===== src/wb_pkg.sv =====
package wb_pkg;

    localparam int unsigned XLEN_W        = 32;
    localparam int unsigned WB_WIDTH_DEF  = 4;
    localparam int unsigned LDQ_DEPTH_DEF = 4;
    localparam int unsigned PHYS_REGS_DEF = 128;
    localparam int unsigned ROB_DEPTH_DEF = 64;

    typedef logic [$clog2(PHYS_REGS_DEF)-1:0] prf_tag_t;
    typedef logic [$clog2(ROB_DEPTH_DEF)-1:0] rob_idx_t;
    typedef logic [XLEN_W-1:0]                word_t;

    // predictor is static not-taken, so an equal BEQ is a mispredict
    typedef enum logic [2:0] {
        OP_ADD = 3'd0,
        OP_SUB = 3'd1,
        OP_AND = 3'd2,
        OP_XOR = 3'd3,
        OP_BEQ = 3'd4,
        OP_ILL = 3'd5
    } alu_op_t;

endpackage

===== src/load_wb_buffer.sv =====
`timescale 1ns/1ps
module load_wb_buffer #(
    parameter int unsigned LDQ_DEPTH = wb_pkg::LDQ_DEPTH_DEF
) (
    input  logic             clock_i,
    input  logic             arst_n_i,
    input  logic             ld_valid_i,
    input  wb_pkg::rob_idx_t ld_rob_i,
    input  wb_pkg::prf_tag_t ld_dest_i,
    input  wb_pkg::word_t    ld_data_i,
    input  logic             ld_pop_i,
    output logic             head_valid_o,
    output wb_pkg::rob_idx_t head_rob_o,
    output wb_pkg::prf_tag_t head_dest_o,
    output wb_pkg::word_t    head_data_o,
    output logic             ld_overflow_o
);
    import wb_pkg::*;

    localparam int unsigned PTR_W = (LDQ_DEPTH > 1) ? $clog2(LDQ_DEPTH) : 1;
    localparam int unsigned CNT_W = $clog2(LDQ_DEPTH + 1);

    rob_idx_t         mem_rob  [LDQ_DEPTH];
    prf_tag_t         mem_dest [LDQ_DEPTH];
    word_t            mem_data [LDQ_DEPTH];
    logic [PTR_W-1:0] wr_ptr_q;
    logic [PTR_W-1:0] rd_ptr_q;
    logic [CNT_W-1:0] count_q;
    logic             full;
    logic             push;
    logic             pop;

    assign full = (count_q == CNT_W'(LDQ_DEPTH));
    // a push into a full buffer is lost
    assign push = ld_valid_i && !full;
    assign pop  = ld_pop_i && head_valid_o;

    always_ff @(posedge clock_i or negedge arst_n_i) begin
        if (!arst_n_i) begin
            wr_ptr_q      <= '0;
            rd_ptr_q      <= '0;
            count_q       <= '0;
            ld_overflow_o <= 1'b0;
        end else begin
            if (push) begin
                wr_ptr_q <= (wr_ptr_q == PTR_W'(LDQ_DEPTH - 1)) ? '0 : wr_ptr_q + 1'b1;
            end
            if (pop) begin
                rd_ptr_q <= (rd_ptr_q == PTR_W'(LDQ_DEPTH - 1)) ? '0 : rd_ptr_q + 1'b1;
            end
            if (push && !pop) begin
                count_q <= count_q + 1'b1;
            end else if (pop && !push) begin
                count_q <= count_q - 1'b1;
            end
            if (ld_valid_i && full) begin
                ld_overflow_o <= 1'b1;
            end
        end
    end

    always_ff @(posedge clock_i) begin
        if (push) begin
            mem_rob[wr_ptr_q]  <= ld_rob_i;
            mem_dest[wr_ptr_q] <= ld_dest_i;
            mem_data[wr_ptr_q] <= ld_data_i;
        end
    end

    assign head_valid_o = (count_q != '0);
    assign head_rob_o   = mem_rob[rd_ptr_q];
    assign head_dest_o  = mem_dest[rd_ptr_q];
    assign head_data_o  = mem_data[rd_ptr_q];

    assert property (@(posedge clock_i) disable iff (!arst_n_i)
        ld_pop_i |-> count_q != '0);
    assert property (@(posedge clock_i) disable iff (!arst_n_i)
        count_q <= CNT_W'(LDQ_DEPTH));

endmodule


===== config.mk =====
export PLATFORM = sky130hd
export DESIGN_NAME = load_wb_buffer
export DESIGN_NICKNAME = d
export VERILOG_FILES = /design/src/wb_pkg.sv /design/src/load_wb_buffer.sv
export SDC_FILE = /design/constraint.sdc
export NUM_CORES = 1
export LEC_CHECK = 0
export BUFFER_PORTS_ARGS = -buffer_cell sky130_fd_sc_hd__buf_2
export CORE_ASPECT_RATIO = 1.25
export CORE_MARGIN = 1
export CORE_UTILIZATION = 50
export CTS_CLUSTER_DIAMETER = 30
export DETAILED_ROUTE_END_ITERATION = 12
export PLACE_DENSITY = 0.7
export SLEW_MARGIN = 5
export SYNTH_ARGS = -nofsm -noshare
export SYNTH_HDL_FRONTEND = slang
export SYNTH_SLANG_ARGS = --single-unit

===== constraint.sdc =====
create_clock -name clock_i -period 2.8 [get_ports clock_i]
set_clock_uncertainty 0.15 [all_clocks]
set_input_delay 0.56 -clock clock_i [delete_from_list [all_inputs] [get_ports clock_i]]
set_output_delay 0.56 -clock clock_i [all_outputs]
set_load 0.005 [all_outputs]

==> metrics.txt <==
Gate power share 0.287; Global Route Usage Sum 0.180; clock buffer count from CTS 17; final setup violation count 0; Clock Root Buffer clkbuf_16; #FFs+latches synth 188; max layer used met5; largest net degree at the start of global routing 39; Vias/cell 5.48; worst vdd ir 0.477 mV; grt ovf 0; worst-margin pin slew 0.465 ns; synthesis-to-layout area growth 19.9%; post-cts resize count 0; Layout Cells excl Fill 575; Setup CP Type flop to output pin; Area after DPL 0.00775 sq mm; Die Width 108 microns; internal power component 6.34 mW; Reg-to-Reg Start count_q[0]$_DFFE_PN0P_; final worst path period share 0.897; top-level I/O count 96; Final Hold Viols 0; WHS Endpoint mem_data[2][31]$_DFFE_PP_; r2r setup slk 0.44 ns; type of origin of the critical path flop; WP data arrival 1.80 ns; Cell Pwr Density 1040 mW/mm^2; register share of total power 0.454; WL met1 4880 microns; WL/cell 21.0 microns; clock power share 0.259; Vias 3151; DR pass1 iterations 4; commonest non-fill, non-tap cells in the layout 180 x edfxtp_1, 95 x buf_2, 45 x mux4_2, 17 x clkbuf_16, 8 x buf_12; sw frac 0.269; RSZ-0062 raised after global routing false; deepest clock path buffer count 2; TritonCTS clock tree yes; Die Ht 134 microns; syn nets 330; initial antenna violation count 2; Avg Inst Size Synth 25.4 sq um; Diodes inserted 0; FP Rows 47; first-pass GRT wire length 18700 microns; clock latency on the worst-skew pair 0.41 ns; critical path fanouts, max 14; First DRT Iteration DRCs 164; H-tree Lvls 4; Tmin final 2.51 ns; DIE AREA 0.0144 sq mm; WL met3 452 microns; Post-Route WL 12100 microns; Rel. slew slack 0.689; Hold Crit Depth 1; Critical Path Sink Type output pin; Design Power 8.67 mW; cell total after placement 539; CP Cell Sequence buf_4 > mux4_2 > buf_2; Syn. warnings 0; R2R Path End count_q[2]$_DFFE_PN0P_; status finished, final reports clean; critical path required time 2.09 ns; Placer Congestion 0.711; Clock Sinks 188; Slowest cell on crit path dfrtp_2; Final TNS setup 0 ns; Max stage delay on crit path 0.58 ns; MaxCap Viol Count 0; Gate Count Post-Synth 274; worst slack at placement 0.454 ns; commonest non-fill, non-tap cell in the layout edfxtp_1; Clock transition at path regs 0.07 ns; hold crit path type input pin to flop; Sw Pwr 2.33 mW; Buffers on Ports 95; Leak 2.88 nW; Netlist cell types 20; sequential share of the synthesized area 0.804; DRC 0; Final Net Count 447; Hold Crit Start ld_data_i[31]; worst hold slack 0.215 ns; Slew Viols, Final 0; post-route ant nets 0; Final WS setup 0.289 ns; vias in the first global route 3368; fmax 398 MHz; FF-to-FF path depth 8; Finished Core Util 0.623; DR WL met2 6610 microns; Netlist Area Pre-Place 0.00697 sq mm; DP HPWL 7490 microns; fin area 0.00835 sq mm; layout cells sized above 1 0.478; Starting Density 0.520; core area 0.0134 sq mm
## synth_stat cells (all sizes together)
library cell | instances | area [sq um]
xor2 | 2 | 17.5
mux2 | 5 | 56.3
inv | 3 | 11.3
xnor2 | 1 | 8.76
nor3b | 1 | 12.5
fa | 1 | 20.0
a21o | 1 | 7.51
nor2b | 1 | 8.76
and2 | 3 | 18.8
nand2 | 2 | 10.0
edfxtp | 180 | 5410
or3 | 1 | 11.3
buf | 10 | 77.6
ha | 6 | 75.1
mux4 | 45 | 1010
dfrtp | 8 | 200
nor2 | 4 | 15.0
## worst max path at each step
stage	from	endpoint
after detailed placement	count_q[0]$_DFFE_PN0P_	count_q[2]$_DFFE_PN0P_
after floorplan	ld_valid_i	mem_data[0][0]$_DFFE_PP_
after global routing	rd_ptr_q[1]$_DFFE_PN0P_	head_data_o[14]
after CTS	rd_ptr_q[0]$_DFFE_PN0P_	head_data_o[17]
after global placement	rd_ptr_q[0]$_DFFE_PN0P_	head_data_o[28]
final	rd_ptr_q[1]$_DFFE_PN0P_	head_data_o[10]
## timing repair
action                                  CTS  global route
endpoints found under the hold margin     8             0
hold buffers                              1             0
setup buffers                             0             3
endpoints found under the setup margin    0             4
## power by group through the flow
stage                     registers, mW  logic, mW  clock network (mW)
final                              3.94       2.49                2.25
after global routing               3.99       2.71                2.39
after CTS                          4.00       2.45                2.30
after detailed placement           4.06       2.44                   0
after global placement             4.02       2.42                   0
after floorplan                    3.90       1.57                   0
## worst max-delay path, delay by kind of cell (launching register included)
family   cells  cell delay (ns)
mux          1             0.35
buf+inv      2             0.46
flops        1             0.58
## final cells by class
cell class	count	area (sq um)
sequential	188	5610
fill	938	5050
multi-input combinational	73	1290
timing repair buffer	108	676
clock buffer	17	425
tap	171	214
clock inverter	15	131
inverter	3	11.3
## flip-flops by register name (all words and copies together) (netlist names)
signal,cells
count_q,3
ld_overflow_o,1
mem_data,128
mem_dest,28
mem_rob,24
rd_ptr_q,2
wr_ptr_q,2
## logic make-up (layout without fill, tap and decap cells)
group | Yosys count | in the layout | synth area share
AOI/OAI and AO/OA | 1 | 1 | 0.00108
xor gates and xnor gates | 3 | 3 | 0.00377
adders and majority gates | 7 | 7 | 0.0136
buffers and inverters | 13 | 143 | 0.0127
DFF | 188 | 188 | 0.804
muxes | 50 | 50 | 0.154
and+or+nand+nor | 12 | 12 | 0.0110
## routing by layer
layer  up-vias  track usage
li1       1397            -
met1      1663        0.228
met2        74        0.307
met5         -            0
met4         4       0.0594
met3        13       0.0437
(Power assumes the default switching activity.)
