[config.mk]
export PLATFORM = sky130hd
export DESIGN_NAME = alu_lanes
export DESIGN_NICKNAME = d
export VERILOG_FILES = /design/src/wb_pkg.sv /design/src/alu_lanes.sv
export SDC_FILE = /design/constraint.sdc
export NUM_CORES = 1
export LEC_CHECK = 0
export BUFFER_PORTS_ARGS = -buffer_cell sky130_fd_sc_hd__buf_4
export CAP_MARGIN = 15
export CORE_AREA = 2 2 202 204
export DETAILED_ROUTE_END_ITERATION = 8
export DIE_AREA = 0 0 204 206
export GPL_TIMING_DRIVEN = 0
export MAX_ROUTING_LAYER = met4
export PLACE_DENSITY = 0.79
export SETUP_SLACK_MARGIN = 0.02
export SYNTH_ARGS = -nofsm -noshare
export SYNTH_HDL_FRONTEND = slang
export SYNTH_SLANG_ARGS = --single-unit
[constraint.sdc]
create_clock -name clock_i -period 0.8 [get_ports clock_i]
set_input_delay 0.08 -clock clock_i [delete_from_list [all_inputs] [get_ports clock_i]]
set_output_delay 0.08 -clock clock_i [all_outputs]
set_load 0.05 [all_outputs]
[src/wb_pkg.sv]
package wb_pkg;

    localparam int unsigned XLEN_W        = 32;
    localparam int unsigned WB_WIDTH_DEF  = 4;
    localparam int unsigned LDQ_DEPTH_DEF = 4;
    localparam int unsigned PHYS_REGS_DEF = 128;
    localparam int unsigned ROB_DEPTH_DEF = 64;

    typedef logic [$clog2(PHYS_REGS_DEF)-1:0] prf_tag_t;
    typedef logic [$clog2(ROB_DEPTH_DEF)-1:0] rob_idx_t;
    typedef logic [XLEN_W-1:0]                word_t;

    // predictor is static not-taken, so an equal BEQ is a mispredict
    typedef enum logic [2:0] {
        OP_ADD = 3'd0,
        OP_SUB = 3'd1,
        OP_AND = 3'd2,
        OP_XOR = 3'd3,
        OP_BEQ = 3'd4,
        OP_ILL = 3'd5
    } alu_op_t;

endpackage
[src/alu_lanes.sv]
`timescale 1ns/1ps
module alu_lanes #(
    parameter int unsigned WB_WIDTH = wb_pkg::WB_WIDTH_DEF
) (
    input  logic                                clock_i,
    input  logic                                arst_n_i,
    input  logic [WB_WIDTH-1:0]                 issue_valid_i,
    input  wb_pkg::alu_op_t  [WB_WIDTH-1:0]     issue_op_i,
    input  wb_pkg::word_t    [WB_WIDTH-1:0]     issue_a_i,
    input  wb_pkg::word_t    [WB_WIDTH-1:0]     issue_b_i,
    input  wb_pkg::prf_tag_t [WB_WIDTH-1:0]     issue_dest_i,
    input  wb_pkg::rob_idx_t [WB_WIDTH-1:0]     issue_rob_i,
    output logic [WB_WIDTH-1:0]                 fu_valid_o,
    output wb_pkg::word_t    [WB_WIDTH-1:0]     fu_value_o,
    output wb_pkg::prf_tag_t [WB_WIDTH-1:0]     fu_dest_o,
    output wb_pkg::rob_idx_t [WB_WIDTH-1:0]     fu_rob_o,
    output logic [WB_WIDTH-1:0]                 fu_exception_o,
    output logic [WB_WIDTH-1:0]                 fu_mispred_o
);
    import wb_pkg::*;

    word_t [WB_WIDTH-1:0] value_d;
    logic  [WB_WIDTH-1:0] exc_d;
    logic  [WB_WIDTH-1:0] mis_d;

    always_comb begin
        for (int i = 0; i < WB_WIDTH; i++) begin
            value_d[i] = '0;
            exc_d[i]   = 1'b0;
            mis_d[i]   = 1'b0;
            case (issue_op_i[i])
                OP_ADD:  value_d[i] = issue_a_i[i] + issue_b_i[i];
                OP_SUB:  value_d[i] = issue_a_i[i] - issue_b_i[i];
                OP_AND:  value_d[i] = issue_a_i[i] & issue_b_i[i];
                OP_XOR:  value_d[i] = issue_a_i[i] ^ issue_b_i[i];
                OP_BEQ:  mis_d[i]   = (issue_a_i[i] == issue_b_i[i]);
                default: exc_d[i]   = 1'b1;
            endcase
            // flags only mean something on a live lane
            exc_d[i] = exc_d[i] & issue_valid_i[i];
            mis_d[i] = mis_d[i] & issue_valid_i[i];
        end
    end

    always_ff @(posedge clock_i or negedge arst_n_i) begin
        if (!arst_n_i) begin
            fu_valid_o     <= '0;
            fu_exception_o <= '0;
            fu_mispred_o   <= '0;
        end else begin
            fu_valid_o     <= issue_valid_i;
            fu_exception_o <= exc_d;
            fu_mispred_o   <= mis_d;
        end
    end

    always_ff @(posedge clock_i) begin
        fu_value_o <= value_d;
        fu_dest_o  <= issue_dest_i;
        fu_rob_o   <= issue_rob_i;
    end

    assert property (@(posedge clock_i) disable iff (!arst_n_i)
        ((fu_exception_o | fu_mispred_o) & ~fu_valid_o) == '0);

endmodule

==> key figures, run 1 <==
Floorplanning
  – I/O pin cnt: 518
  – Core Rows: 74
  – Die Wd: 204 µm
  – Starting Density: 0.5198
  – Die H: 206 µm

Placement
  – Placed cell count: 3923
  – Post-DP HPWL: 75320 µm
  – PortBufs: 514
  – RePlAce Congestion: 1.114

Clock network
  – H-tree level count: 4
  – CTS root buffer: clkbuf_16
  – Max clock buf depth: 2
  – Number of buffers created by CTS: 17
  – Num Clock Sinks: 192

Logic synthesis
  – Seq/Total Area, Yosys: 0.1869
  – Main area contributors after synthesis: dfxtp_1 17%, ha_1 15%, a21oi_1 7.3%
  – Syn Nets: 3467
  – Post-synth ARST share: 0.06250
  – Primary FF master, synth: dfxtp_1
  – EDFF count, synth: 0
  – Synth Instances: 2877
  – Largest area contributor in the netlist: dfxtp_1
  – Post-synth top cells: 306 x a21oi_1, 287 x nor2_1, 256 x ha_1
  – Most frequent cell after synthesis: a21oi_1
  – Flops & latches, synth: 192
  – Ys Warns: 0
  – Synthesized area: 20890 µm²
  – Library cells used by synthesis: 95
  – Avg Inst Size Synth: 7.261 µm²
  – Post-synth top area share: 0.1725

Status
  – Status: did not finish
  – Log Error: [ERROR GRT-0232] Routing congestion too high. Check the congestion heatmap in the GUI.
  – Last stage: global routing

Global routing
  – Grt ovf: 3
  – Largest net degree at the start of global routing: 19
  – Total global-route track usage: 0.6587

STA
  – GRT worst endpoint: fu_value_o[94]$_DFF_P_/D
  – Worst EP Category: register input
kinds of logic after synthesis:
logic type,count (synthesis),synth area share
buf+inv,428,0.07901
simple gates,841,0.1889
xor+xnor,65,0.02725
mux,55,0.02917
fa+ha+maj,264,0.1610
compound gates,1032,0.3278
flops,192,0.1869
metal layers:
layer,GRT overflow,track usage
met3,0,0.4462
met5,-,-
met4,3,0.6121
met1,0,0.6326
met2,0,0.8771
per-stage QoR:
stage	TNS (ns)	instance area (µm²)	setup slack, ns	utilization
2_1_floorplan	-145.04	23240	-1.785	-
3_3_place_gp	-228.71	27760	-2.565	0.6908
3_5_place_dp	-230.13	27770	-2.567	0.6911
4_1_cts	-197.66	32030	-1.608	0.7971
repair_timing:
action,in CTS
hold buffers,62
setup endpoints to repair,322
gates resized for setup,456
hold endpoints to repair,86
buffers inserted,137
pin swaps,245
==> run 2, diff against run 1 <==
CORE_AREA = 2 2 232 234   (was 2 2 202 204)
DIE_AREA = 0 0 234 236   (was 0 0 204 206)
MAX_ROUTING_LAYER = not set   (was met4)
PLACE_DENSITY = not set   (was 0.79)
PLACE_DENSITY_LB_ADDON = 0.15   (was not set)
SETUP_SLACK_MARGIN = not set   (was 0.02)
==> run 2 against run 1 <==
Compared with the run above:
- the flow now finishes, with violations (hold timing, setup timing)
- synthesized cell count unchanged
- area after synthesis unchanged
==> key figures, run 2 <==
Clock network
  – CTS root buffer: clkbuf_16
  – Number of buffers created by CTS: 17 (unchanged)
  – CTS tree: built
  – Clock transition at the registers of the reported paths: 0.09 ns
  – Max clock buf depth: 2 (unchanged)
  – H-tree level count: 4 (unchanged)
  – Num Clock Sinks: 192 (unchanged)

STA
  – Slew margin rel.: 0.3809
  – Final hold violation count: 3
  – Minimum clock period: 2.461 ns
  – Tcrit/Tclk final: 3.076
  – Worst slew pin tran: 0.9216 ns
  – Worst setup margin: -1.661 ns
  – Final hold slack: -0.08755 ns
  – Unrepaired setup endpoints after global routing: true
  – Fin. max-slew vios: 0
  – Count of final setup violators: 323
  – Fmax achieved: 0.4064 GHz

Global routing
  – Vias in the first global route: 25810
  – Met2 usage: 0.5853
  – Total global-route track usage: 0.3550
  – Met1 Use GR: 0.4494
  – Initial antenna violation count: 12
  – Largest net degree at the start of global routing: 18
  – Busiest grt layer: met2
  – Grt ovf: 0
  – Global-route wire length before repair: 151900 µm
  – GR met3 Demand/Resource: 0.06093

Routing
  – Initial DRC count: 3129
  – Vias/cell: 6.132
  – Total Wirelength: 104000 µm
  – Routed length per instance: 23.84 µm
  – Vias: 26750
  – DR pass1 iterations: 6
  – DRC Markers: 0
  – DRT antenna net count: 0

Logic synthesis
  – Avg Inst Size Synth: 7.261 µm² (unchanged)
  – Post-synth ARST share: 0.06250 (unchanged)
  – Most frequent cell after synthesis: a21oi_1
  – Flops & latches, synth: 192 (unchanged)
  – Post-synth top area share: 0.1725 (unchanged)
  – Main area contributors after synthesis: dfxtp_1 17%, ha_1 15%, a21oi_1 7.3%
  – Synthesized area: 20890 µm² (unchanged)
  – Syn Nets: 3467 (unchanged)
  – Ys Warns: 0 (unchanged)
  – Seq/Total Area, Yosys: 0.1869 (unchanged)
  – Primary FF master, synth: dfxtp_1
  – Post-synth top cells: 306 x a21oi_1, 287 x nor2_1, 256 x ha_1
  – Synth Instances: 2877 (unchanged)
  – Largest area contributor in the netlist: dfxtp_1
  – EDFF count, synth: 0 (unchanged)
  – Library cells used by synthesis: 95 (unchanged)

Placement
  – RePlAce Congestion: 1.005 (-9.8%)
  – Placed cell count: 4088 (+4.2%)
  – Pre-CTS setup slack: -2.624 ns (-0.05669 ns)
  – Post-DP HPWL: 75270 µm (about the same)
  – PortBufs: 514 (unchanged)
  – Placed inst area: 27950 µm² (+0.66%)

Final layout
  – Largest Register: fu_value_o
  – Biggest regs: fu_value_o: 128 flops, fu_dest_o: 28 flops, fu_rob_o: 24 flops
  – Fill cells: 4281
  – Most frequent cells in the layout: 425 x buf_4, 242 x nor2_1, 207 x a21oi_1, 186 x nand2_1, 179 x inv_1
  – Fin cells: 4362
  – Most common cell after layout, fill and taps aside: buf_4
  – Post-route cell area: 35700 µm²
  – Layout Nets: 4236
  – Area delta synth->final: 70.90%
  – Share of post-route cells with drive strength above 1: 0.4799
  – Max reg flops: 128

Critical path
  – Highest cell delay on the worst timing path: 0.46 ns
  – CP bufs+invs: 2
  – Critical Path RT: 1.16 ns
  – Crit. End Element: flip-flop
  – CP Launch Point: issue_a_i[32]
  – CP cell instances: buf_12 > ha_4 > inv_2 > fa_2 > o21bai_1 > a21oi_2 > o31ai_4 > a2111oi_4 > o311a_4 > o21ai_4 > nor2_4 > o41ai_4 > xnor2_1 > o22ai_2
  – Worst setup path end: fu_value_o[60]$_DFF_P_
  – Critical path fanouts, max: 3
  – Worst path depth: 14
  – CP Data Arrival Time: 2.82 ns
  – Delay-heaviest family, CP: compound AO/OA/AOI/OAI gates
  – WS Path Type: in2reg
  – CP startpoint kind: primary input
  – CP max-delay cell: o311a_4

Status
  – Status: finished, violations left
  – Failing checks: hold timing, setup timing

Power
  – Worst vdd ir: 1.727 mV
  – Pwr/cell area: 1394 nW/µm²
  – Lkg Pwr: 15.32 nW
  – Tot Pwr: 49.76 mW

Min path
  – Hold Path Class: in2reg

Floorplanning
  – Starting Density: 0.3936 (-0.1262)
  – Core Rows: 85 (+15%)
  – Die H: 236 µm (+15%)
  – Die area: 55220 µm²
  – I/O pin cnt: 518 (unchanged)
  – Die Wd: 234 µm (+15%)
  – Core area: 53070 µm²

Job
  – Max_cap viols: 0
[run 2: cell counts after synthesis]
Identical to the previous run, type by type.
[run 2: worst min-delay path, delay by kind of cell]
kind,cells,cell delay (ns)
fa+ha+maj,1,0.14
buf+inv,1,0.09
compound gates,1,0.07
[run 2: area by class of cell]
class / count / area (µm²) / share of cell area
buffer: 137 / 1144 / 0.03203
sequential: 192 / 4151 / 0.1163
timing repair buffer: 783 / 7990 / 0.2238
inverter: 258 / 1264 / 0.03540
antenna: 7 / 17.52 / 0.0004907
clock inverter: 12 / 101.3 / 0.002839
clock buffer: 20 / 456.7 / 0.01279
tap: 696 / 870.8 / 0.02439
multi-input combinational: 2257 / 19700 / 0.5519
[run 2: per-layer routing]
metal  vias up  wire (µm)  share of wire
li1      11940          -              -
met1     12850      41320           0.40
met2      1607      48860           0.47
met3       335       8806          0.085
met4        14       4925          0.047
met5         -         94        0.00090
[run 2: worst min path at each step]
stage                                  end  slack, ns          start  cells past startpoint
6_report            fu_value_o[64]$_DFF_P_      -0.09  issue_b_i[64]                      3
5_1_grt             fu_value_o[64]$_DFF_P_      -0.09  issue_b_i[64]                      3
4_1_cts             fu_value_o[64]$_DFF_P_      -0.12  issue_b_i[64]                      3
3_5_place_dp       fu_valid_o[0]$_DFF_PN0_       0.02       arst_n_i                      1
3_3_place_gp       fu_valid_o[0]$_DFF_PN0_       0.01       arst_n_i                      1
2_1_floorplan  fu_exception_o[0]$_DFF_PN0_      -0.22       arst_n_i                      0
[run 2: what timing repair did]
action	4_1_cts	5_1_grt
buffers inserted	125	103
setup endpoints to repair	326	323
cloned	2	0
endpoints found under the hold margin	88	5
resized for setup	1015	379
hold buffers	63	1
pin swaps	244	244
[run 2: cell families (layout without fill, tap and decap cells)]
| group | Yosys count | in the layout | synth area share |
|---|---|---|---|
| AND/OR/NAND/NOR | 841 | 841 | 0.1889 |
| AO/OA/AOI/OAI | 1032 | 1032 | 0.3278 |
| multiplexers | 55 | 55 | 0.02917 |
| XOR/XNOR | 65 | 65 | 0.02725 |
| other | 0 | 7 | 0 |
| adder cells (fa/ha/maj) | 264 | 264 | 0.1610 |
| buffers and inverters | 428 | 1210 | 0.07901 |
| flip-flops | 192 | 192 | 0.1869 |
[run 2: through the flow]
stage                     hold WS, ns  utilization  TNS, ns
final                        -0.08755       0.6727  -190.91
after global routing         -0.08761       0.6725  -201.38
after CTS                     -0.1206       0.6335  -187.89
after detailed placement      0.01610       0.5267  -231.71
after global placement        0.01390       0.5265  -231.80
after floorplan               -0.2156            -  -145.06
[run 2: power breakdown]
part           switching (mW)  total (mW)  internal [mW]
Clock                    4.76        8.98           4.22
Sequential              0.690        11.4           10.7
Combinational            16.5        29.4           12.9
Total                    22.0        49.8           27.8
Note: power is estimated with default switching activity, not from simulation.
