File: src/wb_pkg.sv
package wb_pkg;

    localparam int unsigned XLEN_W        = 32;
    localparam int unsigned WB_WIDTH_DEF  = 4;
    localparam int unsigned LDQ_DEPTH_DEF = 4;
    localparam int unsigned PHYS_REGS_DEF = 128;
    localparam int unsigned ROB_DEPTH_DEF = 64;

    typedef logic [$clog2(PHYS_REGS_DEF)-1:0] prf_tag_t;
    typedef logic [$clog2(ROB_DEPTH_DEF)-1:0] rob_idx_t;
    typedef logic [XLEN_W-1:0]                word_t;

    // predictor is static not-taken, so an equal BEQ is a mispredict
    typedef enum logic [2:0] {
        OP_ADD = 3'd0,
        OP_SUB = 3'd1,
        OP_AND = 3'd2,
        OP_XOR = 3'd3,
        OP_BEQ = 3'd4,
        OP_ILL = 3'd5
    } alu_op_t;

endpackage
File: src/rob_complete_tracker.sv
`timescale 1ns/1ps
module rob_complete_tracker #(
    parameter int unsigned WB_WIDTH  = wb_pkg::WB_WIDTH_DEF,
    parameter int unsigned ROB_DEPTH = wb_pkg::ROB_DEPTH_DEF
) (
    input  logic                            clock_i,
    input  logic                            arst_n_i,
    input  logic                            alloc_i,
    output wb_pkg::rob_idx_t                alloc_idx_o,
    output logic                            rob_full_o,
    input  logic [WB_WIDTH-1:0]             wb_valid_i,
    input  wb_pkg::rob_idx_t [WB_WIDTH-1:0] wb_rob_i,
    input  logic [WB_WIDTH-1:0]             wb_exception_i,
    input  logic [WB_WIDTH-1:0]             wb_mispred_i,
    output logic                            commit_valid_o,
    output wb_pkg::rob_idx_t                commit_rob_o,
    output logic                            commit_exception_o,
    output logic                            commit_mispred_o
);
    import wb_pkg::*;

    localparam int unsigned IDX_W = $clog2(ROB_DEPTH);

    logic [ROB_DEPTH-1:0] alloc_q;
    logic [ROB_DEPTH-1:0] done_q;
    logic [ROB_DEPTH-1:0] exc_q;
    logic [ROB_DEPTH-1:0] mis_q;
    logic [IDX_W:0]       head_q;
    logic [IDX_W:0]       tail_q;
    logic [IDX_W-1:0]     head_idx;
    logic [IDX_W-1:0]     tail_idx;
    logic                 do_alloc;
    logic                 do_commit;
    logic [WB_WIDTH-1:0]  wb_stray;

    assign head_idx    = head_q[IDX_W-1:0];
    assign tail_idx    = tail_q[IDX_W-1:0];
    // same index, different lap
    assign rob_full_o  = (head_q[IDX_W] != tail_q[IDX_W]) && (head_idx == tail_idx);
    assign alloc_idx_o = rob_idx_t'(tail_idx);
    assign do_alloc    = alloc_i && !rob_full_o;
    assign do_commit   = alloc_q[head_idx] && done_q[head_idx];

    always_ff @(posedge clock_i or negedge arst_n_i) begin
        if (!arst_n_i) begin
            alloc_q        <= '0;
            done_q         <= '0;
            head_q         <= '0;
            tail_q         <= '0;
            commit_valid_o <= 1'b0;
        end else begin
            commit_valid_o <= do_commit;
            for (int i = 0; i < WB_WIDTH; i++) begin
                if (wb_valid_i[i]) begin
                    done_q[wb_rob_i[i]] <= 1'b1;
                end
            end
            if (do_commit) begin
                alloc_q[head_idx] <= 1'b0;
                head_q            <= head_q + 1'b1;
            end
            if (do_alloc) begin
                alloc_q[tail_idx] <= 1'b1;
                done_q[tail_idx]  <= 1'b0;
                tail_q            <= tail_q + 1'b1;
            end
        end
    end

    always_ff @(posedge clock_i) begin
        for (int i = 0; i < WB_WIDTH; i++) begin
            if (wb_valid_i[i]) begin
                exc_q[wb_rob_i[i]] <= wb_exception_i[i];
                mis_q[wb_rob_i[i]] <= wb_mispred_i[i];
            end
        end
        if (do_commit) begin
            commit_rob_o       <= rob_idx_t'(head_idx);
            commit_exception_o <= exc_q[head_idx];
            commit_mispred_o   <= mis_q[head_idx];
        end
    end

    always_comb begin
        for (int i = 0; i < WB_WIDTH; i++) begin
            wb_stray[i] = wb_valid_i[i] && !alloc_q[wb_rob_i[i]];
        end
    end

    assert property (@(posedge clock_i) disable iff (!arst_n_i) wb_stray == '0);

endmodule

File: config.mk
export PLATFORM = sky130hd
export DESIGN_NAME = rob_complete_tracker
export DESIGN_NICKNAME = d
export VERILOG_FILES = /design/src/wb_pkg.sv /design/src/rob_complete_tracker.sv
export SDC_FILE = /design/constraint.sdc
export NUM_CORES = 1
export LEC_CHECK = 0
export ABC_AREA = 1
export BUFFER_PORTS_ARGS = -buffer_cell sky130_fd_sc_hd__buf_2
export CORE_MARGIN = 10
export CORE_UTILIZATION = 35
export CTS_BUF_LIST = sky130_fd_sc_hd__clkbuf_4
export DETAILED_ROUTE_END_ITERATION = 12
export SLEW_MARGIN = 20
export SYNTH_ARGS = -nofsm -noshare
export SYNTH_HDL_FRONTEND = slang
export SYNTH_SLANG_ARGS = --single-unit
File: constraint.sdc
create_clock -name clock_i -period 1.7 [get_ports clock_i]
set_input_delay 0.425 -clock clock_i [delete_from_list [all_inputs] [get_ports clock_i]]
set_output_delay 0.425 -clock clock_i [all_outputs]
set_load 0.02 [all_outputs]
==> reports/metrics.yaml <==
synth:
  arithmetic_cell_share_of_the_synthesized_area_counting_full_adders_half_adders_and_majority_gates_pct: 0.131
  synth_xor_xnor_area_share_pct: 0.636
  combinational_family_with_the_most_area_after_synthesis: "simple AND/OR/NAND/NOR gates"
  synth_enable_flop_cells: 8
  synthesis.yosys.warnings: 0
  post_synth_and_or_nand_nor_area_fraction_pct: 30.7
  synth.net_count: 3020
  synth.avg_cell_area_um2: 6.41
  synth_sequential_area_ratio_pct: 33.4
  yosys_most_used_dff: "sky130_fd_sc_hd__dfrtp_1"
  post_synth_inst_count: 2979
  area_of_the_mapped_netlist_mm2: 0.0191
  fraction_of_the_mapped_netlist_area_in_compound_gates_pct: 23.2
  synth_cell_type_count: 43
  synth.ff_latch_count: 279
  synthArstFlopShare_pct: 51.3
  synth.area.mux_share_pct: 0
power:
  cellInternalPower_w: 0.0280
  switching_part_of_the_total_pct: 44.8
  share_seq_of_total_power_pct: 21.8
  p_per_area_mw_per_mm2: 1730
  leakage_nw: 14.3
  power.share.combinational_pct: 63.8
  net-switching-power_w: 0.0227
  clock_power_share_pct: 14.4
  worst_ir_drop_vdd_v: 0.00117
cts:
  clkSinkCount: 279
  clock_tree.root_cell: "sky130_fd_sc_hd__clkbuf_4"
  cts-root-to-sink-buffers: 3
  worst_skew_pair.late_latency_ns: 0.90
  cts_inserted_buffers: 86
  cts_max_level: 3
  cts.clk_slew.worst_paths_ns: 0.07
  tritoncts: "yes"
finish:
  stdcell_area_mm2: 0.0293
  finalCoreUtilization_pct: 54.4
  drive_gt1_share_pct: 31.8
  syn2layout_area_growth_pct: 53.6
  design.final.nets: 3753
grt:
  wire_length_of_the_first_global_routing_pass_um: 147000
  pin_count_of_the_biggest_net_entering_global_routing: 52
  number_of_antenna_violations_at_the_first_check_in_global_routing: 2
  grt_pass1_vias: 23200
  overflow_after_grt: 0
  global_route.usage.total_pct: 30.5
outcome:
  failed_checks: "negative setup slack"
  outcome: "finished, violations left"
setup_path:
  worstPathMaxFanout: 11
  reg2reg_to: "alloc_q[63]"
  reg2reg_depth: 18
  critical_path.reg2reg.startpoint: "head_q[0]"
  endpoint: "alloc_q[63]"
  rrSetupSlack_ns: -0.95
  timing.setup.critical_path_class: "reg2reg"
  worst_setup_path_start_kind: "register"
  endpoint_kind_of_the_worst_setup_timing_path: "register"
  source_of_the_critical_timing_path: "head_q[0]"
  cp.required_ns: 2.50
  cp_data_arrival_time_ns: 3.45
place:
  detailed_place.area_mm2: 0.0252
  port_buffers: 54
  dp_hpwl_um: 70900
  finalWeightedCongestion: 1.04
routing:
  routed_wire_length_per_instance_um: 23.5
  ant_nets: 0
  via_count: 25600
  drc: 0
  drt_pre_antenna_iters: 6
  vias_per_cell: 5.71
  wirelength_um: 105000
  dr.first_iter.drc_count: 3663
sta:
  setup-violations-final: 169
  pin_slew_with_the_least_headroom_to_its_limit_ns: 0.637
  final-hold-violation-count: 0
  grt_setup_unrepaired: "true"
  final.setup.worst_slack_ns: -0.954
  timing.clock.skew_ns: 0.0806
  max_slew_margin_pct: 57.2
  timing_limited_maximum_frequency_ghz: 0.377
  timing.final.max_slew_violations: 0
  final.min_clock_period_ns: 2.65
  final_min_period_over_clock_period_pct: 156
floorplan:
  initial_core_util_pct: 35.4
  io-pin-count: 55
  floorplan.core_area_mm2: 0.0539
  num_rows: 85
  die_area_mm2: 0.0643
  die_h_um: 254
  fp.dieW_um: 254
worst_hold_path:
  holdCritStartpoint: "wb_exception_i[3]"
  hp-class: "in2reg"
run:
  maxCapViolCount: 0
## how the worst min path moves through the flow
stage	end	slack, ns	cells after the start
final	exc_q[59]	0.05	3
after global routing	exc_q[59]	0.02	3
after global placement	alloc_q[49]	0.24	1
after CTS	exc_q[59]	0.03	3
after floorplan	alloc_q[0]	0.13	0
after detailed placement	alloc_q[49]	0.24	1
## metal layers
layer	part of all wire, %	track usage, %	up-vias
met5	0	0	-
met1	38	39.4	11700
met2	41	44.5	1832
met4	7.0	17.1	0
met3	14	9.20	482
li1	-	-	11500
## metrics by stage
stage	std cells	worst slack, ns	hold WS [ns]	power (W)	setup TNS (ns)
after detailed placement	4221	-0.631	0.236	0.0312	-99.73
after CTS	4426	-0.890	0.0300	0.0427	-101.86
after global placement	4221	-0.614	0.239	0.0311	-93.91
final	4471	-0.954	0.0485	0.0507	-121.32
after global routing	4471	-1.03	0.0220	0.0527	-131.61
after floorplan	2979	-0.0915	0.129	0.0227	-6.48
## power groups by stage
stage	sequential (W)	clock [W]	combinational, W
3_3_place_gp	0.0108	0	0.0202
5_1_grt	0.0112	0.00767	0.0338
6_report	0.0110	0.00730	0.0323
4_1_cts	0.0107	0.00728	0.0247
2_1_floorplan	0.0104	0	0.0123
3_5_place_dp	0.0108	0	0.0204
## worst max-delay path: stages, from the launching register on
cell,delay [ns]
sky130_fd_sc_hd__dfrtp_4,0.50
sky130_fd_sc_hd__buf_6,0.13
sky130_fd_sc_hd__buf_12,0.14
sky130_fd_sc_hd__inv_12,0.09
sky130_fd_sc_hd__buf_8,0.13
sky130_fd_sc_hd__buf_16,0.13
sky130_fd_sc_hd__nand2_1,0.09
sky130_fd_sc_hd__nand3_1,0.11
sky130_fd_sc_hd__nand2_1,0.11
sky130_fd_sc_hd__o21ai_1,0.14
sky130_fd_sc_hd__nand2_1,0.08
sky130_fd_sc_hd__nor2_2,0.12
sky130_fd_sc_hd__nand2_2,0.09
sky130_fd_sc_hd__nand2_4,0.11
sky130_fd_sc_hd__buf_6,0.14
sky130_fd_sc_hd__buf_12,0.13
sky130_fd_sc_hd__buf_16,0.14
sky130_fd_sc_hd__nand2_1,0.07
sky130_fd_sc_hd__nand3_1,0.09
## final cells by class
type                    instances  area (um2)
fillers                      5055       24600
flip-flops and latches        279        6390
diodes                          1        2.50
multi-input cells            2154       11900
well taps                     696         871
clock buffers                 125         938
clock inverters                25         181
inverters                     400        1550
repair buffers                791        7530
## cell usage after synthesis, drive strengths merged (25+ instances only)
| cell | count | share of area (%) |
|---|---|---|
| nand2 | 743 | 15 |
| nor3 | 48 | 1.4 |
| nand4 | 56 | 1.8 |
| o21a | 33 | 1.3 |
| a21oi | 249 | 6.5 |
| o21ai | 216 | 5.7 |
| inv | 394 | 7.8 |
| a31oi | 44 | 1.4 |
| dfxtp | 128 | 13 |
| a22oi | 51 | 2.0 |
| buf | 73 | 2.6 |
| o211ai | 101 | 4.0 |
| nand3 | 262 | 6.9 |
| nor2 | 270 | 5.6 |
| clkbuf | 73 | 1.4 |
| dfrtp | 143 | 19 |
| o22ai | 25 | 0.82 |
## kinds of logic after synthesis
group | count (synthesis)
DFF | 279
and+or+nand+nor | 1388
adders and majority gates | 2
xor gates and xnor gates | 13
AOI/OAI and AO/OA | 751
buffers and inverters | 546
## layout by cell type (no fill, tap or decap), types with 6 or more instances in the layout
cell type / netlist / final
sky130_fd_sc_hd__o221ai_1: 13 / 13
sky130_fd_sc_hd__a22oi_1: 51 / 46
sky130_fd_sc_hd__buf_12: 0 / 78
sky130_fd_sc_hd__buf_6: 13 / 60
sky130_fd_sc_hd__nor3_1: 44 / 40
sky130_fd_sc_hd__buf_2: 38 / 38
sky130_fd_sc_hd__o21a_1: 33 / 33
sky130_fd_sc_hd__nor2_4: 3 / 12
sky130_fd_sc_hd__dfxtp_1: 128 / 128
sky130_fd_sc_hd__a21oi_1: 249 / 244
sky130_fd_sc_hd__nand2_2: 4 / 55
sky130_fd_sc_hd__nand3_2: 0 / 81
sky130_fd_sc_hd__nor2_2: 1 / 12
sky130_fd_sc_hd__nand4_1: 56 / 56
sky130_fd_sc_hd__buf_16: 0 / 10
sky130_fd_sc_hd__a31oi_1: 44 / 44
sky130_fd_sc_hd__buf_8: 0 / 9
sky130_fd_sc_hd__o21ai_1: 14 / 12
sky130_fd_sc_hd__edfxtp_1: 8 / 8
sky130_fd_sc_hd__xor2_1: 8 / 8
sky130_fd_sc_hd__o211ai_1: 101 / 101
sky130_fd_sc_hd__o22ai_1: 25 / 24
sky130_fd_sc_hd__clkbuf_16: 0 / 11
sky130_fd_sc_hd__buf_4: 22 / 582
sky130_fd_sc_hd__nand2_4: 1 / 48
sky130_fd_sc_hd__inv_1: 389 / 385
sky130_fd_sc_hd__dfrtp_1: 143 / 140
sky130_fd_sc_hd__clkinv_1: 6 / 23
sky130_fd_sc_hd__o21ai_0: 202 / 194
sky130_fd_sc_hd__a32oi_1: 7 / 6
sky130_fd_sc_hd__nand2_8: 0 / 6
sky130_fd_sc_hd__nor3_2: 3 / 6
sky130_fd_sc_hd__nor4_1: 8 / 8
sky130_fd_sc_hd__nor2_1: 264 / 244
sky130_fd_sc_hd__nand3_4: 0 / 17
sky130_fd_sc_hd__nand3_1: 262 / 164
sky130_fd_sc_hd__clkbuf_4: 0 / 125
sky130_fd_sc_hd__nand2_1: 738 / 634
sky130_fd_sc_hd__o21ai_2: 0 / 10
## state kept, by name, indices dropped and copies added (netlist names)
| register | cells |
|---|---|
| alloc_q | 64 |
| head_q | 7 |
| commit_valid_o | 1 |
| exc_q | 64 |
| mis_q | 64 |
| commit_exception_o | 1 |
| commit_mispred_o | 1 |
| commit_rob_o | 6 |
| tail_q | 7 |
| done_q | 64 |
## what timing repair did
item	4_1_cts	5_1_grt
pin swaps	21	72
resized for setup	107	346
setup buffers	41	37
setup endpoints to repair	169	169
hold endpoints to repair	143	0
gates cloned	13	12
hold buffers	2	0
No activity file was read; power rests on OpenSTA's default activity.
