### src/wb_pkg.sv
package wb_pkg;

    localparam int unsigned XLEN_W        = 32;
    localparam int unsigned WB_WIDTH_DEF  = 4;
    localparam int unsigned LDQ_DEPTH_DEF = 4;
    localparam int unsigned PHYS_REGS_DEF = 128;
    localparam int unsigned ROB_DEPTH_DEF = 64;

    typedef logic [$clog2(PHYS_REGS_DEF)-1:0] prf_tag_t;
    typedef logic [$clog2(ROB_DEPTH_DEF)-1:0] rob_idx_t;
    typedef logic [XLEN_W-1:0]                word_t;

    // predictor is static not-taken, so an equal BEQ is a mispredict
    typedef enum logic [2:0] {
        OP_ADD = 3'd0,
        OP_SUB = 3'd1,
        OP_AND = 3'd2,
        OP_XOR = 3'd3,
        OP_BEQ = 3'd4,
        OP_ILL = 3'd5
    } alu_op_t;

endpackage
### src/complete_stage.sv
`timescale 1ns/1ps
module complete_stage #(
    parameter int unsigned WB_WIDTH = wb_pkg::WB_WIDTH_DEF
) (
    input  logic                            clock_i,
    input  logic                            arst_n_i,
    input  logic [WB_WIDTH-1:0]             fu_valid_i,
    input  wb_pkg::word_t    [WB_WIDTH-1:0] fu_value_i,
    input  wb_pkg::prf_tag_t [WB_WIDTH-1:0] fu_dest_i,
    input  wb_pkg::rob_idx_t [WB_WIDTH-1:0] fu_rob_i,
    input  logic [WB_WIDTH-1:0]             fu_exception_i,
    input  logic [WB_WIDTH-1:0]             fu_mispred_i,
    input  logic                            head_valid_i,
    input  wb_pkg::rob_idx_t                head_rob_i,
    input  wb_pkg::prf_tag_t                head_dest_i,
    input  wb_pkg::word_t                   head_data_i,
    output logic                            ld_pop_o,
    output logic [WB_WIDTH-1:0]             prf_wr_en_o,
    output wb_pkg::prf_tag_t [WB_WIDTH-1:0] prf_waddr_o,
    output wb_pkg::word_t    [WB_WIDTH-1:0] prf_wdata_o,
    output logic [WB_WIDTH-1:0]             wb_valid_o,
    output wb_pkg::rob_idx_t [WB_WIDTH-1:0] wb_rob_o,
    output logic [WB_WIDTH-1:0]             wb_exception_o,
    output logic [WB_WIDTH-1:0]             wb_mispred_o,
    output logic [WB_WIDTH-1:0]             cdb_valid_o,
    output wb_pkg::prf_tag_t [WB_WIDTH-1:0] cdb_tag_o,
    output wb_pkg::word_t    [WB_WIDTH-1:0] cdb_value_o
);

    logic [WB_WIDTH-1:0] idle;
    logic [WB_WIDTH-1:0] sel_load;
    logic                dup_rob;

    // lowest idle lane takes the buffered load
    assign idle     = ~fu_valid_i;
    assign sel_load = head_valid_i ? (idle & (~idle + 1'b1)) : '0;
    assign ld_pop_o = |(wb_valid_o & idle);

    always_comb begin
        prf_wr_en_o    = '0;
        prf_waddr_o    = '0;
        prf_wdata_o    = '0;
        wb_valid_o     = '0;
        wb_rob_o       = '0;
        wb_exception_o = '0;
        wb_mispred_o   = '0;
        for (int i = 0; i < WB_WIDTH; i++) begin
            if (fu_valid_i[i]) begin
                prf_wr_en_o[i]    = 1'b1;
                prf_waddr_o[i]    = fu_dest_i[i];
                prf_wdata_o[i]    = fu_value_i[i];
                wb_valid_o[i]     = 1'b1;
                wb_rob_o[i]       = fu_rob_i[i];
                wb_exception_o[i] = fu_exception_i[i];
                wb_mispred_o[i]   = fu_mispred_i[i];
            end else if (sel_load[i]) begin
                // loads complete with clean flags
                prf_wr_en_o[i] = 1'b1;
                prf_waddr_o[i] = head_dest_i;
                prf_wdata_o[i] = head_data_i;
                wb_valid_o[i]  = 1'b1;
                wb_rob_o[i]    = head_rob_i;
            end
        end
    end

    assign cdb_valid_o = prf_wr_en_o;
    assign cdb_tag_o   = prf_waddr_o;
    assign cdb_value_o = prf_wdata_o;

    always_comb begin
        dup_rob = 1'b0;
        for (int i = 0; i < WB_WIDTH; i++) begin
            for (int j = i + 1; j < WB_WIDTH; j++) begin
                if (wb_valid_o[i] && wb_valid_o[j] && wb_rob_o[i] == wb_rob_o[j]) begin
                    dup_rob = 1'b1;
                end
            end
        end
    end

    assert property (@(posedge clock_i) disable iff (!arst_n_i) !dup_rob);
    assert property (@(posedge clock_i) disable iff (!arst_n_i)
        ld_pop_o |-> head_valid_i);

endmodule

### config.mk
export PLATFORM = sky130hd
export DESIGN_NAME = complete_stage
export DESIGN_NICKNAME = d
export VERILOG_FILES = /design/src/wb_pkg.sv /design/src/complete_stage.sv
export SDC_FILE = /design/constraint.sdc
export NUM_CORES = 1
export LEC_CHECK = 0
export ABC_AREA = 1
export BUFFER_PORTS_ARGS = -buffer_cell sky130_fd_sc_hd__buf_4
export CORE_AREA = 4 4 227 229
export DETAILED_ROUTE_END_ITERATION = 6
export DIE_AREA = 0 0 231 233
export GPL_TIMING_DRIVEN = 0
export PLACE_DENSITY = 0.42
export SLEW_MARGIN = 20
export SYNTH_ARGS = -nofsm -noshare
export SYNTH_HDL_FRONTEND = slang
export SYNTH_SLANG_ARGS = --single-unit
### constraint.sdc
create_clock -name vclk -period 1.6
set_input_delay 0.32 -clock vclk [all_inputs]
set_output_delay 0.32 -clock vclk [all_outputs]
set_load 0.02 [all_outputs]
==> results of run 1 <==
## cells by family (layout without fill, tap and decap cells)
family,after synthesis,after routing,share of synthesized area
AND/OR/NAND/NOR,378,378,0.419
AO/OA/AOI/OAI,92,92,0.125
buffers and inverters,269,893,0.456
## cell type report
class,count,area share
multi-input cells,470,0.291
repair buffers,636,0.459
plain buffers,198,0.166
well taps,672,0.0657
inverters,59,0.0185
## metal layers
layer | up-vias | share of wire
met4 | 0 | 0.023
met3 | 36 | 0.064
met5 | - | 0
met2 | 373 | 0.53
li1 | 3410 | -
met1 | 3345 | 0.38
## placed cells by master (no fill, tap or decap), types with 21 or more instances in the layout
master / n
buf_12: 30
buf_4: 493
buf_6: 280
inv_1: 54
nand2_1: 202
nand2_2: 49
nand2_4: 31
nand3_2: 44
nand3_4: 31
o21ai_2: 21
o21ai_4: 56
## power breakdown
part / leakage [µW] / total (µW) / switching, µW / internal, µW
clock network: 0 / 0 / 0 / 0
logic: 0.00636 / 4510 / 2300 / 2200
registers: 0 / 0 / 0 / 0
## Yosys cell counts
cell	instances	area (µm²)
inv_2	2	7.51
buf_2	24	120
nor2_4	1	11.3
nand3_1	91	455
buf_6	3	33.8
nand2_1	284	1070
buf_4	165	1240
clkbuf_1	18	67.6
a21oi_1	1	5.00
inv_1	57	214
nor2_2	1	6.26
o21ai_0	91	455
nor2_1	1	3.75
## per-stage QoR
step / hold slack [ps] / util / area, µm² / setup TNS, ps / worst slack, ps
after global placement: 927 / 0.187 / 9280 / -281700 / -1460
after global routing: 947 / 0.258 / 12800 / -18040 / -145
final: 924 / 0.258 / 12800 / -7170 / -106
after floorplan: 770 / - / 3980 / -8260 / -199
after CTS: 925 / 0.241 / 12000 / -14620 / -152
after detailed placement: 924 / 0.187 / 9280 / -291290 / -1570
## how the worst max path moves through the flow
stage	cells after the start	slack [ps]	end	start
finish	7	-110	prf_wdata_o[16]	fu_valid_i[0]
global route	9	-150	prf_wdata_o[99]	fu_valid_i[0]
CTS	10	-150	prf_wdata_o[120]	fu_valid_i[0]
detailed placement	6	-1570	wb_valid_o[1]	head_valid_i
global placement	6	-1460	wb_valid_o[1]	head_valid_i
floorplan	5	-200	prf_waddr_o[2]	fu_valid_i[0]
## tightest hold or removal path, delay by kind of cell
| family | cells | cell delay [ps] |
|---|---|---|
| AND/OR/NAND/NOR | 1 | 40 |
| buffers and inverters | 3 | 240 |
## timing repair
action / in CTS / in global routing
gates resized for setup: 590 / 202
endpoints found under the setup margin: 354 / 330
hold buffers: 0 / 0
pin swaps: 71 / 73
buffers inserted: 27 / 7
cloned: 10 / 3
==> results.py, run 1 <==
metrics = {
    "logic_synthesis": {
        "synth_nets": 979,
        "ys_warn_count": 0,
        "synth.avg_cell_area_um2": 4.99,
        "synth-seq-area-share": 0,
        "synth_cell_types": 13,
        "syn_inst": 739,
        "syn_area_um2": 3680,
    },
    "layout": {
        "seq_cell_count": 0,
        "final_nets": 1605,
        "multi_input_area_um2": 3720,
        "antennaDiodeCount": 0,
        "finalNonFillerCells": 2035,
        "n_fill_cell": 5542,
        "clkbuf_count": 0,
        "regArea_um2": 0,
        "drive_above_1_share": 0.789,
        "area.growth.synth_to_final_pct": 247,
    },
    "sta": {
        "rsz0062_at_grt": "yes",
        "report.final.slew_viol_count": 0,
        "fmax_ghz": 0.586,
        "finalSetupViolCount": 159,
        "setup_ws_ps": -106,
        "tightest_slew_ps": 449,
        "hold_violations": 0,
        "relSlewSlack": 0.699,
        "fin_crit_ps": 1710,
        "post-route-period-util": 1.07,
    },
    "critical_path": {
        "crit_chain": "buf_12, inv_2, nand2_8, clkbuf_16, o21ai_4, buf_4, buf_4",
        "slowest_stage": "clkbuf_16",
        "max_stage_delay_ps": 230,
        "crit_top_cell": "buf_4",
        "cp.required_ps": 1280,
        "arrival_ps": 1390,
        "critPathKind": "in -> out",
        "crit_family": "buffers and inverters",
        "cp.buffers_inverters": 5,
        "start_kind": "input port",
        "cp_max_fo": 10,
        "worstSetupEndpointType": "primary output",
    },
    "grt": {
        "grt_pass1_wl_um": 54800,
        "grt_usage": 0.138,
        "grt-ovfl-total": 0,
        "grt_use_met2": 0.268,
        "grt_pass1_vias": 7743,
        "met1_usage": 0.162,
        "grt.busiest_layer": "met2",
        "grt_max_degree": 11,
        "antenna_found_initial": 2,
        "grt_util_met3": 0.0211,
    },
    "floorplanning": {
        "die_w_um": 231,
        "die_h_um": 233,
        "die-area_um2": 53800,
        "pin_count": 597,
        "rows": 82,
        "core-area_um2": 49700,
        "start_util": 0.0742,
    },
    "place": {
        "port-buffer-count": 594,
        "dpl.hpwl_um": 33100,
        "gp_congestion": 0.886,
        "dp_cells": 2005,
    },
    "power": {
        "powerDensity_nw_per_um2": 352,
        "total_leakage_power_uw": 0.00636,
        "ir_drop_v": 0.000127,
        "p_total_uw": 4510,
    },
    "hold_path": {
        "hp-start": "fu_exception_i[0]",
        "hold_depth": 4,
        "whs_endpoint": "wb_exception_o[0]",
        "hold_class": "in -> out",
    },
    "flow_run": {
        "maxCapViolCount": 0,
    },
    "route": {
        "vias_per_cell": 3.52,
        "dr.pass1.iters": 4,
        "drc": 0,
        "wirelength_um": 41100,
        "drt_iter0_markers": 142,
        "wire_per_inst_um": 20.2,
        "postRouteAntennaNets": 0,
        "vias": 7164,
    },
    "outcome": {
        "status": "finished with violations",
        "failed_checks": "negative setup slack",
    },
}
Power figures use the tool's default switching activity.
==> inputs of run 2 (changes only) <==
Clock period 1.6 ns to 2.2 ns, I/O delays scaled along.
==> run 2 against run 1 <==
Against the previous run:
- the run still ends with negative setup slack left
- first-iteration DRC count increased by 22%
- power decreased by 43%
- core utilization decreased by 6.9 points
- clock-buffer cell count unchanged
- wire length decreased by 9.3%
- final cell count decreased by 0.98%
- critical endpoint is now prf_waddr_o[3]
- largest cell class unchanged
- largest power group unchanged
==> results.py, run 2 (same netlist as run 1, synthesis figures left out) <==
metrics = {
    "layout": {
        "drive_above_1_share": 0.627,
        "final_nets": 1584,
        "regArea_um2": 0,
        "final_cell_mix": "buf_4 (769), nand2_1 (277), nand3_1 (89)",
        "clkbuf_count": 0,
        "final_common_cell": "buf_4",
        "fin_area_um2": 9400,
        "n_fill_cell": 5806,
        "seq_cell_count": 0,
        "area.growth.synth_to_final_pct": 155,
        "fin_util": 0.189,
        "multi_input_area_um2": 2130,
    },
    "grt": {
        "grt-ovfl-total": 0,
        "grt_max_degree": 13,
        "grt_pass1_wl_um": 49100,
        "grt_pass1_vias": 7116,
        "grt_usage": 0.123,
        "antenna_found_initial": 0,
    },
    "sta": {
        "tightest_slew_ps": 713,
        "hold_violations": 0,
        "setup_ws_ps": -4.50,
        "fmax_ghz": 0.454,
        "relSlewSlack": 0.521,
        "finalSetupViolCount": 1,
        "holdWs_ps": 1160,
        "fin_crit_ps": 2200,
        "rsz0062_at_grt": "yes",
        "report.final.slew_viol_count": 0,
        "post-route-period-util": 1.00,
    },
    "power": {
        "powerDensity_nw_per_um2": 274,
        "switching_share": 0.539,
        "power_frac_seq": 0,
        "power_switching_uw": 1390,
        "total_leakage_power_uw": 0.00554,
        "power.share.clock": 0,
        "ir_drop_v": 0.0000849,
        "combPwrFrac": 1.000,
        "internal_power_uw": 1190,
        "p_total_uw": 2580,
    },
    "flow_run": {
        "maxCapViolCount": 0,
    },
    "floorplanning": {
        "start_util": 0.0742,
        "core-area_um2": 49700,
        "die-area_um2": 53800,
        "rows": 82,
        "die_h_um": 233,
        "die_w_um": 231,
        "pin_count": 597,
    },
    "place": {
        "dpl.hpwl_um": 32000,
        "postPlaceCellArea_um2": 8980,
        "pre_cts_ws_ps": -1250,
        "port-buffer-count": 594,
        "gp_congestion": 0.844,
    },
    "route": {
        "drt_iter0_markers": 173,
        "wire_per_inst_um": 18.5,
        "vias": 6901,
        "wirelength_um": 37200,
        "drc": 0,
        "postRouteAntennaNets": 0,
        "dr.pass1.iters": 4,
        "vias_per_cell": 3.42,
    },
    "critical_path": {
        "cp_max_fo": 10,
        "start_kind": "input port",
        "critPathKind": "in -> out",
        "worstSetupEndpointType": "primary output",
        "cp.required_ps": 1760,
        "arrival_ps": 1760,
    },
    "clock_tree": {
        "hold_buffers": 0,
    },
    "outcome": {
        "status": "finished with violations",
        "failed_checks": "negative setup slack",
    },
    "hold_path": {
        "hold_class": "in -> out",
    },
}
==> run 2: cell count changes in the layout (fill, tap and decap cells not counted), sizes merged <==
| cell | delta |
|---|---|
| nand3 | +1 |
| clkinvlp | +1 |
| diode | +1 |
| inv | -1 |
| buf | -22 |
==> run 2: worst paths after layout <==
path | start | end | slack (ps) | depth (start not counted)
worst min-delay path | fu_mispred_i[3] | wb_mispred_o[3] | 1160 | 4
worst max-delay path | fu_valid_i[0] | prf_waddr_o[3] | -4 | 7
==> run 2: per-layer routing <==
layer / up-vias / part of all wire / track usage
met5: - / 0 / 0
met4: 0 / 0.018 / 0.0212
met3: 22 / 0.075 / 0.0189
met2: 395 / 0.52 / 0.236
met1: 3125 / 0.39 / 0.145
li1: 3359 / - / -
==> run 2: final cells by class <==
cell class,instances,share of cell area
antenna,1,0.000266
multi-input combinational,471,0.226
tap,672,0.0895
timing repair buffer,604,0.486
buffer,208,0.174
inverter,59,0.0245
==> run 2: power groups by stage <==
stage | sequential, µW | combinational [µW] | clock [µW]
CTS | 0 | 2580 | 0
global route | 0 | 2730 | 0
global placement | 0 | 2510 | 0
finish | 0 | 2580 | 0.0000250
detailed placement | 0 | 2510 | 0
floorplan | 0 | 1190 | 0
==> run 2: timing repair <==
item                       in CTS  in global routing
buffers inserted                8                  2
pin swaps                       3                  3
gates resized for setup       106                 62
setup endpoints to repair     336                111
gates cloned                    0                  1
==> run 2: stage by stage <==
step	std cells	setup TNS [ps]
finish	2015	-4.50
global route	2014	-28.9
CTS	2012	-731
detailed placement	2005	-150070
global placement	2005	-148280
floorplan	739	0
==> run 2: critical path, stage by stage <==
cell and delay, ps:
buf_4 150, inv_1 120, nand2_4 180, buf_2 280, o21ai_1 290, buf_4 160
buf_4 130
==> inputs of run 3 (changes only) <==
Settings changed: RECOVER_POWER set to 50.
==> run 3 against run 2 <==
Against the previous run:
- sequential cell count stayed put
- sequential share of layout area is the same
- die area did not move
- largest power group unchanged
- core utilization stayed put
- global-route usage stayed put
- worst setup slack about the same
- the run still ends with negative setup slack left
- first-iteration DRC count stayed put
- critical path depth unchanged
- via count barely moved
==> results.py, run 3 (same netlist as run 1, synthesis figures left out) <==
metrics = {
    "hold_path": {
        "hold_class": "in -> out",
        "hold_depth": 4,
    },
    "place": {
        "port-buffer-count": 594,
        "gp_congestion": 0.844,
        "pre_cts_ws_ps": -1250,
        "dpl.hpwl_um": 32000,
        "postPlaceCellArea_um2": 8980,
    },
    "grt": {
        "grt_pass1_wl_um": 49100,
        "antenna_found_initial": 0,
        "grt_pass1_vias": 7116,
        "grt_max_degree": 13,
        "grt_usage": 0.123,
        "grt-ovfl-total": 0,
    },
    "critical_path": {
        "cp_max_fo": 10,
        "cp.required_ps": 1760,
        "start_kind": "input port",
        "worstSetupEndpointType": "primary output",
        "slowest_stage": "o21ai_1",
        "arrival_ps": 1760,
        "crit_chain": "buf_4, inv_1, nand2_4, buf_2, o21ai_1, buf_4, buf_4",
        "critPathKind": "in -> out",
        "max_stage_delay_ps": 290,
        "crit_top_cell": "buf_4",
        "crit_family": "buffers and inverters",
        "cp.buffers_inverters": 5,
        "cp.depth": 7,
    },
    "sta": {
        "relSlewSlack": 0.521,
        "tightest_slew_ps": 713,
        "setup_ws_ps": -4.79,
        "fin_crit_ps": 2200,
        "report.final.slew_viol_count": 0,
        "rsz0062_at_grt": "yes",
        "hold_violations": 0,
        "post-route-period-util": 1.00,
        "finalSetupViolCount": 1,
        "fmax_ghz": 0.454,
    },
    "route": {
        "vias": 6900,
        "drt_iter0_markers": 173,
        "vias_per_cell": 3.42,
        "dr.pass1.iters": 4,
        "postRouteAntennaNets": 0,
        "wirelength_um": 37200,
        "drc": 0,
        "wire_per_inst_um": 18.5,
    },
    "flow_run": {
        "maxCapViolCount": 0,
    },
    "layout": {
        "final_nets": 1584,
        "fin_area_um2": 9400,
        "regArea_um2": 0,
        "seq_cell_count": 0,
        "final_common_cell": "buf_4",
        "multi_input_area_um2": 2130,
        "fin_util": 0.189,
        "area.growth.synth_to_final_pct": 155,
        "clkbuf_count": 0,
        "n_fill_cell": 5806,
        "drive_above_1_share": 0.627,
        "final_cell_mix": "buf_4 (769), nand2_1 (277), nand3_1 (89)",
    },
    "floorplanning": {
        "core-area_um2": 49700,
        "rows": 82,
        "pin_count": 597,
        "die_h_um": 233,
        "die_w_um": 231,
        "die-area_um2": 53800,
        "start_util": 0.0742,
    },
    "outcome": {
        "status": "finished with violations",
        "failed_checks": "negative setup slack",
    },
    "power": {
        "total_leakage_power_uw": 0.00554,
        "powerDensity_nw_per_um2": 274,
        "ir_drop_v": 0.0000849,
    },
    "clock_tree": {
        "hold_buffers": 0,
    },
}
## run 3: cell counts in the layout (fill, tap and decap cells not counted)
No cell type changed its count.
## run 3: repair_timing
| action | in CTS | in global routing |
|---|---|---|
| endpoints found under the setup margin | 336 | 111 |
| resized for setup | 106 | 62 |
| pin swaps | 3 | 3 |
| gates cloned | 0 | 1 |
| buffers inserted | 8 | 2 |
## run 3: path summary, 6_finish.rpt
path / startpoint / end / slack (ps)
worst max-delay path: fu_valid_i[0] / prf_waddr_o[3] / -5
worst min-delay path: fu_mispred_i[3] / wb_mispred_o[3] / 1160
## run 3: metal layers
layer	wire [µm]	global-route usage
met4	680	0.0212
met5	0	0
met2	19200	0.236
met1	14600	0.145
met3	2780	0.0189
## run 3: per-stage QoR
step	total power, µW	cells	hold slack (ps)	TNS (ps)
after global routing	2730	2014	1180	-28.8
after floorplan	1190	739	1010	0
final	2580	2015	1160	-4.79
after global placement	2510	2005	1170	-148280
after detailed placement	2510	2005	1160	-150070
after CTS	2580	2012	1160	-731
## run 3: area by class of cell
class | instances | share of cell area
repair buffers | 604 | 0.486
inverters | 59 | 0.0245
well taps | 672 | 0.0895
plain buffers | 208 | 0.174
multi-input cells | 471 | 0.226
diodes | 1 | 0.000266
## run 3: power breakdown
| group | leakage, µW | internal, µW | switching (µW) |
|---|---|---|---|
| Combinational | 0.00554 | 1190 | 1390 |
| Sequential | 0 | 0 | 0 |
| Clock | 0.00000000634 | 0.0000250 | 0 |
## run 3: worst min-delay path, delay by kind of cell
family                 cells  cell delay (ps)
buffers and inverters      3              240
and+or+nand+nor            1               40
